<file path="config.mk">
export PLATFORM = sky130hd
export DESIGN_NAME = viewport_map
export DESIGN_NICKNAME = d
export VERILOG_FILES = /design/src/hw/xform_pkg.sv /design/src/hw/viewport_map.sv
export SDC_FILE = /design/constraint.sdc
export NUM_CORES = 1
export LEC_CHECK = 0
export BUFFER_PORTS_ARGS = -buffer_cell sky130_fd_sc_hd__buf_2
export CORE_MARGIN = 2
export CORE_UTILIZATION = 54
export DETAILED_ROUTE_END_ITERATION = 8
export PLACE_DENSITY = 0.91
export SETUP_SLACK_MARGIN = 0.5
export SLEW_MARGIN = 10
export SYNTH_ARGS = -nofsm -noshare
export SYNTH_HDL_FRONTEND = slang
export SYNTH_SLANG_ARGS = --single-unit
</file>
<file path="constraint.sdc">
create_clock -name vclk -period 10.2
set_input_delay 0.51 -clock vclk [all_inputs]
set_output_delay 0.51 -clock vclk [all_outputs]
set_load 0.05 [all_outputs]
</file>
<file path="src/hw/xform_pkg.sv">
package xform_pkg;

    localparam int IN_W = 24;
    localparam int IN_FRAC = 13;
    localparam int NDC_W = 16;
    localparam int NDC_INT = NDC_W - IN_FRAC;   // Integer bits of a quotient.
    localparam int PIX_W = 12;
    localparam int DEPTH_W = 12;

    localparam int SCREEN_W = 320;
    localparam int SCREEN_H = 320;
    localparam int SCREEN_HALF_W = SCREEN_W / 2;
    localparam int SCREEN_HALF_H = SCREEN_H / 2;

    localparam int NDC_ONE = 1 << IN_FRAC;
    localparam int DEPTH_MAX = (1 << DEPTH_W) - 1;

    // Two guard bits above the product width hold the four-term row sum.
    localparam int ACC_W = 2 * IN_W + 2;

    localparam int DIV_CNT_W = $clog2(NDC_W);
    localparam logic [DIV_CNT_W-1:0] DIV_LAST = DIV_CNT_W'(NDC_W - 1);

    typedef logic signed [IN_W-1:0] coord_t;
    typedef logic signed [ACC_W-1:0] acc_t;

    typedef struct packed {
        coord_t x;
        coord_t y;
        coord_t z;
    } vec3_t;

    typedef struct packed {
        coord_t x;
        coord_t y;
        coord_t z;
        coord_t w;
    } vec4_t;

    // Row r0 yields clip x, r3 yields clip w.
    typedef struct packed {
        vec4_t r0;
        vec4_t r1;
        vec4_t r2;
        vec4_t r3;
    } mat4_t;

    typedef struct packed {
        logic signed [NDC_W-1:0] x;
        logic signed [NDC_W-1:0] y;
        logic signed [NDC_W-1:0] z;
    } ndc_t;

    typedef struct packed {
        logic signed [PIX_W-1:0] x;
        logic signed [PIX_W-1:0] y;
        logic [DEPTH_W-1:0]      z;
    } pixel_t;

    typedef enum logic [1:0] {
        DIV_IDLE,
        DIV_RUN,
        DIV_DONE
    } div_state_e;

endpackage

</file>
<file path="src/hw/viewport_map.sv">
`timescale 1ns/1ps

module viewport_map (
    input  xform_pkg::ndc_t   i_ndc,
    output xform_pkg::pixel_t o_pixel
);

    int sx;
    int sy;
    int sz;
    int px;
    int py;
    int dz;

    always_comb begin
        // Move each coordinate from [-1, 1] into [0, 2], still Q13.
        sx = int'(i_ndc.x) + xform_pkg::NDC_ONE;
        sy = xform_pkg::NDC_ONE - int'(i_ndc.y);    // Top row is NDC y of +1.
        sz = int'(i_ndc.z) + xform_pkg::NDC_ONE;

        px = (sx * xform_pkg::SCREEN_HALF_W) >>> xform_pkg::IN_FRAC;
        py = (sy * xform_pkg::SCREEN_HALF_H) >>> xform_pkg::IN_FRAC;

        // Halve, then keep the top DEPTH_W fraction bits.
        dz = sz >>> (xform_pkg::IN_FRAC - xform_pkg::DEPTH_W + 1);

        o_pixel.x = px[xform_pkg::PIX_W-1:0];
        o_pixel.y = py[xform_pkg::PIX_W-1:0];

        if (dz > xform_pkg::DEPTH_MAX)
            o_pixel.z = '1;     // z of exactly +1 lands one past the top.
        else
            o_pixel.z = dz[xform_pkg::DEPTH_W-1:0];
    end

endmodule

</file>
==> run metrics <==
normalized max-slew margin=0.498; global route overflow=0; RSZ-0062 raised after global routing=no; wire length per cell=11.1 µm; routing usage on met3=0.0145; core area=0.00328 mm²; Worst Path Max Fanout=4; final count of hold timing violations=0; sequential power share=0; Fin Hold WS=1.38 ns; Syn Inst Count=235; area of the multi-input gates=0.00178 mm²; Post-Syn Nets=342; Synth Warn #=0; Fillers=292; Min-Delay Path Class=in2out; Nets=424; post-CTS setup buffers=0; syn avg cell area=7.78 µm²; Initial Util=0.557; die height=62.2 µm; LEAKAGE=1.21 nW; Fmax=192 MHz; DR pass1 iterations=4; final setup TNS=0 ns; crit end category=primary output; Synth area leaders=ha_1, xnor2_1, xor2_1; Yosys cell types=32; Routed Antenna Nets=0; P&R area growth vs syn=25.5%; Pwr Density=124 mW/mm²; initial antenna violation count=0; Site Rows=21; post-synth top area cell=ha_1; Layout Utilization=0.698; global-route layer with the greatest usage=met2; die area=0.00387 mm²; Final Cell Area=0.00229 mm²; switch share=0.704; global-route wire length before repair=6.89 mm; Seq/Total Area, Yosys=0; Post-Syn Area=0.00183 mm²; combinational share of power=1.000; post-route clock period utilization=0.511; hold_buf cts=0; DRC=0; Worst Path Arrival=4.70 ns; register area=0 µm²; Final setup viols=0; switching power=0.000201 W; startpoint types=primary input; met2 Use GR=0.395; Internal Power=0.0000843 W; outcome=complete, no violations; met1 usage=0.246; Worst Path Required=9.69 ns; Clock Power Share=0; dpl cell area=0.00229 mm²; Resized Gates After CTS=0; number of antenna diodes=0; kind of critical path=in2out; initial DRC count=35; io pins=84; Finished Layout Cells=361; Die X-Extent=62.2 µm; share of cells above drive strength 1=0.283; WL final=4.02 mm; Detailed Place HPWL=3.70 mm; maxcap violations=0; Via-to-Cell Ratio=5.38; PortBufs=82; vias in the first global route=1,759; DR vias=1,943; Tot GR Track Use=0.202; Hold Crit Depth=3; FFs & Latches=0; maximum vdd drop=81.5 µV; Final min period=5.21 ns; share of the synthesized area in the top cell type=0.404; Cells after DPL=361; Final Max Tran Viols=0; clkbuf count=0; Worst-Margin Slew=0.748 ns; routability cong.=0.781; largest net degree at the start of global routing=13
[per-stage QoR]
stage                     total power (W)  setup WS (ns)
final                            0.000285           4.99
after global routing             0.000308           4.61
after CTS                        0.000286           4.99
after detailed placement         0.000286           5.00
after global placement           0.000280           5.08
after floorplan                  0.000224           5.20
[power groups by stage]
stage	clock [W]	combinational, W	sequential [W]
4_1_cts	0	0.000286	0
3_3_place_gp	0	0.000280	0
2_1_floorplan	0	0.000224	0
3_5_place_dp	0	0.000285	0
5_1_grt	0	0.000308	0
6_report	0	0.000285	0
[layout by cell type, fill, tap and decap left out, drive strengths merged, types with 5 or more instances in the layout]
| cell | count |
|---|---|
| nand4 | 6 |
| ha | 59 |
| nand2b | 11 |
| nor2b | 5 |
| xnor2 | 23 |
| or3 | 6 |
| nor3 | 11 |
| a21oi | 19 |
| inv | 11 |
| o21ai | 10 |
| xor2 | 17 |
| buf | 82 |
| nor2 | 12 |
| nand2 | 17 |
[path summary, 6_finish.rpt]
| path | to | start | slack, ns |
|---|---|---|---|
| hold / removal | o_pixel[11] | i_ndc[13] | 1.38 |
| setup / recovery | o_pixel[20] | i_ndc[16] | 4.99 |
[logic make-up (layout without fill, tap and decap cells)]
family,Yosys count,after routing,share of synthesized area
XOR/XNOR,40,40,0.192
adder cells (fa/ha/maj),59,59,0.404
AND/OR/NAND/NOR,75,75,0.216
AO/OA/AOI/OAI,48,48,0.162
buffers and inverters,13,93,0.0267
[cell type report]
type,instances,share of cell area
Multi-Input combinational cell,222,0.778
Timing Repair Buffer,82,0.179
Tap cell,46,0.0251
Inverter,11,0.0180
[critical path: stages]
cell      delay (ns)
buf_2           0.12
inv_1           0.05
ha_1            0.17
nand2_1         0.08
or3_1           0.39
or3_2           0.46
nor3_1          0.19
xnor2_1         0.18
ha_1            0.26
ha_1            0.33
a21oi_1         0.14
o21ai_0         0.11
a221oi_1        0.59
o21ai_0         0.26
a21o_1          0.25
a21oi_1         0.19
xnor2_1         0.13
buf_2           0.28
[metal layers]
metal	vias up	wire length, µm
met3	2	173
met1	881	1720
met5	-	0
li1	1019	-
met4	0	21
met2	41	2100
[cells in the mapped netlist (all sizes together)]
| cell type | n |
|---|---|
| and3 | 1 |
| a2111oi | 2 |
| nand3 | 4 |
| nor2b | 5 |
| a21oi | 19 |
| nand2 | 17 |
| nor2 | 12 |
| xnor2 | 23 |
| ha | 59 |
| nor3 | 11 |
| nor3b | 1 |
| a221oi | 1 |
| nand4 | 6 |
| nor4 | 1 |
| a21o | 4 |
| a211oi | 2 |
| o31ai | 1 |
| inv | 11 |
| xor2 | 17 |
| clkbuf | 2 |
| o41ai | 1 |
| nand2b | 11 |
| or3 | 6 |
| o21a | 3 |
| o21ai | 10 |
| a21boi | 1 |
| a31o | 1 |
| a31oi | 2 |
| o211ai | 1 |
No activity file was read; power rests on OpenSTA's default activity.
