$ cat src/hw/xform_pkg.sv
package xform_pkg;

    localparam int IN_W = 24;
    localparam int IN_FRAC = 13;
    localparam int NDC_W = 16;
    localparam int NDC_INT = NDC_W - IN_FRAC;   // Integer bits of a quotient.
    localparam int PIX_W = 12;
    localparam int DEPTH_W = 12;

    localparam int SCREEN_W = 320;
    localparam int SCREEN_H = 320;
    localparam int SCREEN_HALF_W = SCREEN_W / 2;
    localparam int SCREEN_HALF_H = SCREEN_H / 2;

    localparam int NDC_ONE = 1 << IN_FRAC;
    localparam int DEPTH_MAX = (1 << DEPTH_W) - 1;

    // Two guard bits above the product width hold the four-term row sum.
    localparam int ACC_W = 2 * IN_W + 2;

    localparam int DIV_CNT_W = $clog2(NDC_W);
    localparam logic [DIV_CNT_W-1:0] DIV_LAST = DIV_CNT_W'(NDC_W - 1);

    typedef logic signed [IN_W-1:0] coord_t;
    typedef logic signed [ACC_W-1:0] acc_t;

    typedef struct packed {
        coord_t x;
        coord_t y;
        coord_t z;
    } vec3_t;

    typedef struct packed {
        coord_t x;
        coord_t y;
        coord_t z;
        coord_t w;
    } vec4_t;

    // Row r0 yields clip x, r3 yields clip w.
    typedef struct packed {
        vec4_t r0;
        vec4_t r1;
        vec4_t r2;
        vec4_t r3;
    } mat4_t;

    typedef struct packed {
        logic signed [NDC_W-1:0] x;
        logic signed [NDC_W-1:0] y;
        logic signed [NDC_W-1:0] z;
    } ndc_t;

    typedef struct packed {
        logic signed [PIX_W-1:0] x;
        logic signed [PIX_W-1:0] y;
        logic [DEPTH_W-1:0]      z;
    } pixel_t;

    typedef enum logic [1:0] {
        DIV_IDLE,
        DIV_RUN,
        DIV_DONE
    } div_state_e;

endpackage

$ cat src/hw/persp_divide.sv
`timescale 1ns/1ps

module persp_divide (
    input  logic              clk,
    input  logic              rstn,
    input  xform_pkg::vec4_t  i_vertex,
    input  logic              i_vertex_dv,
    output logic              o_busy,
    output xform_pkg::ndc_t   o_ndc,
    output logic              o_invalid,
    output logic              o_done
);

    xform_pkg::div_state_e           state;
    logic [xform_pkg::DIV_CNT_W-1:0] count;

    xform_pkg::coord_t            num [3];
    logic [xform_pkg::IN_W-1:0]   num_mag [3];
    logic [2:0]                   num_neg;
    logic [xform_pkg::IN_W-1:0]   w_mag;

    logic [xform_pkg::IN_W-1:0]   w_q;
    logic                         w_bad_q;
    logic [2:0]                   neg_q;
    logic [2:0]                   ovf_q;
    logic [xform_pkg::IN_W-1:0]   rem_q [3];
    logic [xform_pkg::NDC_W-1:0]  quo_q [3];   // Low dividend bits, then quotient.

    logic [xform_pkg::IN_W:0]        trial [3];
    logic [xform_pkg::IN_W:0]        rem_nx [3];
    logic [2:0]                      take;
    logic [2:0]                      big;
    logic signed [xform_pkg::NDC_W-1:0] quo_s [3];

    always_comb begin
        num = '{i_vertex.x, i_vertex.y, i_vertex.z};
        for (int i = 0; i < 3; i++) begin
            num_neg[i] = num[i][xform_pkg::IN_W-1];
            num_mag[i] = num_neg[i] ? -num[i] : num[i];
        end
        w_mag = i_vertex.w[xform_pkg::IN_W-1] ? -i_vertex.w : i_vertex.w;
    end

    always_comb begin
        for (int i = 0; i < 3; i++) begin
            trial[i] = {rem_q[i], quo_q[i][xform_pkg::NDC_W-1]};
            take[i] = trial[i] >= {1'b0, w_q};
            rem_nx[i] = take[i] ? trial[i] - {1'b0, w_q} : trial[i];
            big[i] = quo_q[i] > xform_pkg::NDC_ONE[xform_pkg::NDC_W-1:0];
            quo_s[i] = neg_q[i] ? -quo_q[i] : quo_q[i];
        end
    end

    always_ff @(posedge clk) begin
        if (!rstn) begin
            state <= xform_pkg::DIV_IDLE;
            count <= '0;
            o_invalid <= 1'b0;
            o_done <= 1'b0;
        end else begin
            o_done <= 1'b0;
            case (state)
                xform_pkg::DIV_IDLE: begin
                    if (i_vertex_dv) begin
                        state <= xform_pkg::DIV_RUN;
                        count <= '0;
                    end
                end
                xform_pkg::DIV_RUN: begin
                    count <= count + 1'b1;
                    if (count == xform_pkg::DIV_LAST)
                        state <= xform_pkg::DIV_DONE;
                end
                xform_pkg::DIV_DONE: begin
                    o_invalid <= w_bad_q | (|ovf_q) | (|big);
                    o_done <= 1'b1;
                    state <= xform_pkg::DIV_IDLE;
                end
                default: state <= xform_pkg::DIV_IDLE;
            endcase
        end
    end

    // A quotient that needs more than NDC_INT integer bits is caught at load,
    // since sixteen restoring steps cannot produce it.
    always_ff @(posedge clk) begin
        case (state)
            xform_pkg::DIV_IDLE: begin
                if (i_vertex_dv) begin
                    w_q <= w_mag;
                    w_bad_q <= i_vertex.w[xform_pkg::IN_W-1] || (i_vertex.w == '0);
                    for (int i = 0; i < 3; i++) begin
                        neg_q[i] <= num_neg[i];
                        ovf_q[i] <= (num_mag[i] >> xform_pkg::NDC_INT) >= w_mag;
                        rem_q[i] <= num_mag[i] >> xform_pkg::NDC_INT;
                        quo_q[i] <= {num_mag[i][xform_pkg::NDC_INT-1:0],
                                     {xform_pkg::IN_FRAC{1'b0}}};
                    end
                end
            end
            xform_pkg::DIV_RUN: begin
                for (int i = 0; i < 3; i++) begin
                    rem_q[i] <= rem_nx[i][xform_pkg::IN_W-1:0];
                    quo_q[i] <= {quo_q[i][xform_pkg::NDC_W-2:0], take[i]};
                end
            end
            xform_pkg::DIV_DONE: begin
                o_ndc.x <= quo_s[0];
                o_ndc.y <= quo_s[1];
                o_ndc.z <= quo_s[2];
            end
            default: ;
        endcase
    end

    assign o_busy = (state != xform_pkg::DIV_IDLE) || o_done;  // Held through done.

endmodule

$ cat config.mk
export PLATFORM = sky130hd
export DESIGN_NAME = persp_divide
export DESIGN_NICKNAME = d
export VERILOG_FILES = /design/src/hw/xform_pkg.sv /design/src/hw/persp_divide.sv
export SDC_FILE = /design/constraint.sdc
export NUM_CORES = 1
export LEC_CHECK = 0
export ABC_AREA = 1
export BUFFER_PORTS_ARGS = -buffer_cell sky130_fd_sc_hd__buf_4
export CAP_MARGIN = 20
export CORE_MARGIN = 2
export CORE_UTILIZATION = 50
export CTS_CLUSTER_DIAMETER = 120
export CTS_CLUSTER_SIZE = 40
export DETAILED_ROUTE_END_ITERATION = 6
export HOLD_SLACK_MARGIN = 0.08
export PLACE_DENSITY_LB_ADDON = 0.25
export SLEW_MARGIN = 30
export SYNTH_ARGS = -nofsm -noshare
export SYNTH_HDL_FRONTEND = slang
export SYNTH_SLANG_ARGS = --single-unit
$ cat constraint.sdc
create_clock -name clk -period 14.19 [get_ports clk]
set_clock_uncertainty 0.05 [all_clocks]
set_input_delay 3.5475 -clock clk [delete_from_list [all_inputs] [get_ports clk]]
set_output_delay 3.5475 -clock clk [all_outputs]
set_load 0.01 [all_outputs]
==> reports/metrics.yaml <==
layout_min_cycle_time_ns: 6.10
leak_pwr_nw: 9.00
cts-hold-fix-buffers: 0
cts_inserted_buffers: 10
dp.cells: 2851
ys_async_sr_fraction_pct: 0
synth_seq_area_share_pct: 35.0
synth_flop_cell: "edfxtp_1"
grt-ovfl-total: 0
most-common-layout-cells: "556 x nand2_1, 306 x inv_1, 248 x nor2_1, 199 x edfxtp_1, 155 x buf_4"
die_y_um: 191
synthesis.yosys.warnings: 0
die-area_um2: 36600
cts-resized-gates: 0
ant_nets: 0
clk_path_buf_depth: 3
layout-drive-gt1-share_pct: 10.7
whs_endpoint: "count[3]$_SDFFE_PN0P_"
cts_tree: "yes"
run_status: "complete, no violations"
worst_reg2reg_setup_slack_ns: 10.71
die_x_um: 191
hpwlAfterDp_mm: 47.4
grt_antenna_before_repair: 1
grtUsageTotal_pct: 31.6
detail_route.drc_violations: 0
hold_class: "flip-flop to flip-flop"
internal_power_w: 0.00123
critical_path.startpoint_type: "input pin"
io-pin-count: 150
core.rowCount: 68
most_common_cell_after_layout_fill_and_taps_aside: "nand2_1"
cap_viol_max_count: 0
cp-end-kind: "flip-flop"
synth-edff-count: 199
hold_start: "count[3]$_SDFFE_PN0P_"
peakVddDrop_uv: 79.4
gpl_congestion: 0.996
ys_ff_latch: 207
fp.coreArea_um2: 34500
post-cts-setup-buffer-count: 0
starting_utilization_of_the_core_area_pct: 50.8
via_count: 16000
detail_route.first_pass.iterations: 5
initialDrtViolationCount: 1290
worstReg2RegStart: "w_q[16]$_DFFE_PP_"
timing_worst_slew_pin_value_ns: 0.878
synthDistinctLibCells: 59
routed_wire_length_per_instance_um: 20.3
final_max_slew_viol_count: 0
crit-reg2reg-capture: "rem_q[0][9]$_DFFE_PP_"
synth.avg_cell_area_um2: 7.68
p_comb_share_pct: 44.6
max_clock_freq_mhz: 164
grt_first_pass_wirelength_mm: 87.1
worstPathRequired_ns: 14.42
fin_tns_setup_ns: 0
clock_tree_sinks: 207
maximum_fanout_along_the_worst_path: 3
share_seq_of_total_power_pct: 37.4
htreeDepth: 1
post_synth_instance_area_um2: 17500
clock_power_share_pct: 18.0
mappedNetlistNets: 2522
finalSetupViolations: 0
io_buffer_count: 149
cts-root-buf: "clkbuf_16"
design.final.nets: 2647
timing.setup.critical_path_class: "input pin to flip-flop"
relSlewSlack_pct: 41.4
detailed_route_vias_per_instance: 5.58
p_sw_share_pct: 42.4
hold-path-cell-count: 2
grt_pass1_vias: 15200
finalCritPeriodShare_pct: 43.0
power_per_cell_area_nw_per_um2: 110
routed_wl_mm: 58.3
post_synth_inst_count: 2283
rsz0062_at_grt: "false"
finish.utilization_pct: 56.2
placement.cell_area_um2: 19000
pin_count_of_the_biggest_net_entering_global_routing: 96
hold_viol_final: 0
design_area_um2: 19400
clock_latency_ns: 0.52
worst_r2r_path_depth: 12
number_of_standard_cells_in_the_final_layout_excluding_fillers: 2869
cp_data_arrival_time_ns: 6.32
power.net_switching_w: 0.000908
area_growth_pct: 10.7
clkTransAtPathRegs_ns: 0.15
==> how the worst max path moves through the flow <==
stage	startpoint	to	slack (ns)	cells past startpoint
after detailed placement	i_vertex[24]	ovf_q[2]$_DFFE_PP_	7.67	16
after CTS	i_vertex[24]	ovf_q[2]$_DFFE_PP_	8.21	16
after floorplan	i_vertex_dv	quo_q[0][0]$_SDFFCE_PN0P_	6.86	4
after global routing	i_vertex[0]	ovf_q[2]$_DFFE_PP_	7.90	18
final	i_vertex[52]	ovf_q[1]$_DFFE_PP_	8.09	17
after global placement	i_vertex[24]	ovf_q[2]$_DFFE_PP_	7.73	16
==> sequential cells by signal, indices dropped and copies added (netlist names) <==
| name | count |
|---|---|
| count | 4 |
| w_bad_q | 1 |
| o_ndc | 48 |
| o_done | 1 |
| rem_q | 72 |
| state | 2 |
| quo_q | 48 |
| w_q | 24 |
| o_invalid | 1 |
| neg_q | 3 |
| ovf_q | 3 |
==> layout make-up <==
cell class	instances	area, um^2
timing repair buffer	156	1170
multi-input combinational	1715	9960
clock buffer	12	279
inverter	318	1200
tap	455	569
clock inverter	4	87.6
fill	3330	15100
antenna	2	5.00
sequential	207	6140
==> synth_stat cells (all sizes together) (3+ instances only) <==
library cell / count / area, um^2
a31oi: 11 / 68.8
nor4: 16 / 140
o31ai: 4 / 30.0
ha: 137 / 1710
nand4: 45 / 303
a21boi: 9 / 82.6
o21ai: 130 / 688
o22ai: 3 / 25.0
a21oi: 121 / 654
a21o: 17 / 129
nand3b: 9 / 67.6
xor2: 118 / 1030
buf: 28 / 204
a211oi: 9 / 67.6
nor3: 38 / 210
fa: 3 / 60.1
xnor2: 54 / 473
nand2: 569 / 2170
or2: 10 / 62.6
edfxtp: 199 / 5980
o211ai: 20 / 185
nor2: 255 / 970
inv: 317 / 1190
clkbuf: 15 / 56.3
o21bai: 11 / 82.6
nand3: 121 / 691
dfxtp: 8 / 160
==> critical path, stage by stage <==
cell	delay [ns]
buf_4	0.13
nor2_1	0.35
nand4_1	0.24
nor3_2	0.27
nand3_1	0.14
nand2_1	0.13
o21ai_1	0.11
inv_1	0.09
o21ai_1	0.07
xor2_1	0.27
ha_1	0.30
a21oi_1	0.15
nor2_1	0.05
a211oi_1	0.20
nand3_1	0.13
nand2_1	0.08
nand2_1	0.04
==> per-layer routing <==
metal  global-route usage [%]  vias to the layer above  part of all wire, %
met4                     8.76                        0                  3.0
met3                     7.21                       77                  8.7
met5                        0                        -                    0
met1                     43.3                     7536                   43
met2                     50.2                      580                   45
li1                         -                     7829                    -
==> kinds of logic (layout without fill, tap and decap cells) <==
group	after synthesis	after routing	synth area share, %
AOI/OAI and AO/OA	338	338	11.6
other	0	2	0
adders and majority gates	140	140	10.1
and+or+nand+nor	1065	1065	26.4
xor gates and xnor gates	172	172	8.59
DFF	207	207	35.0
buffers and inverters	361	490	8.29
==> power by group through the flow <==
| stage | sequential, W | clock, W | combinational (W) |
|---|---|---|---|
| 4_1_cts | 0.000800 | 0.000388 | 0.000942 |
| 2_1_floorplan | 0.000800 | 0 | 0.000687 |
| 3_5_place_dp | 0.000814 | 0 | 0.000936 |
| 6_report | 0.000801 | 0.000385 | 0.000955 |
| 3_3_place_gp | 0.000812 | 0 | 0.000926 |
| 5_1_grt | 0.000808 | 0.000401 | 0.00106 |
==> through the flow <==
| step | power [W] | setup WS (ns) | hold WS, ns |
|---|---|---|---|
| after floorplan | 0.00149 | 6.86 | 0.401 |
| after global placement | 0.00174 | 7.73 | 0.427 |
| after detailed placement | 0.00175 | 7.67 | 0.433 |
| after CTS | 0.00213 | 8.21 | 0.454 |
| after global routing | 0.00227 | 7.90 | 0.477 |
| final | 0.00214 | 8.09 | 0.454 |
No activity file was read; power rests on OpenSTA's default activity.
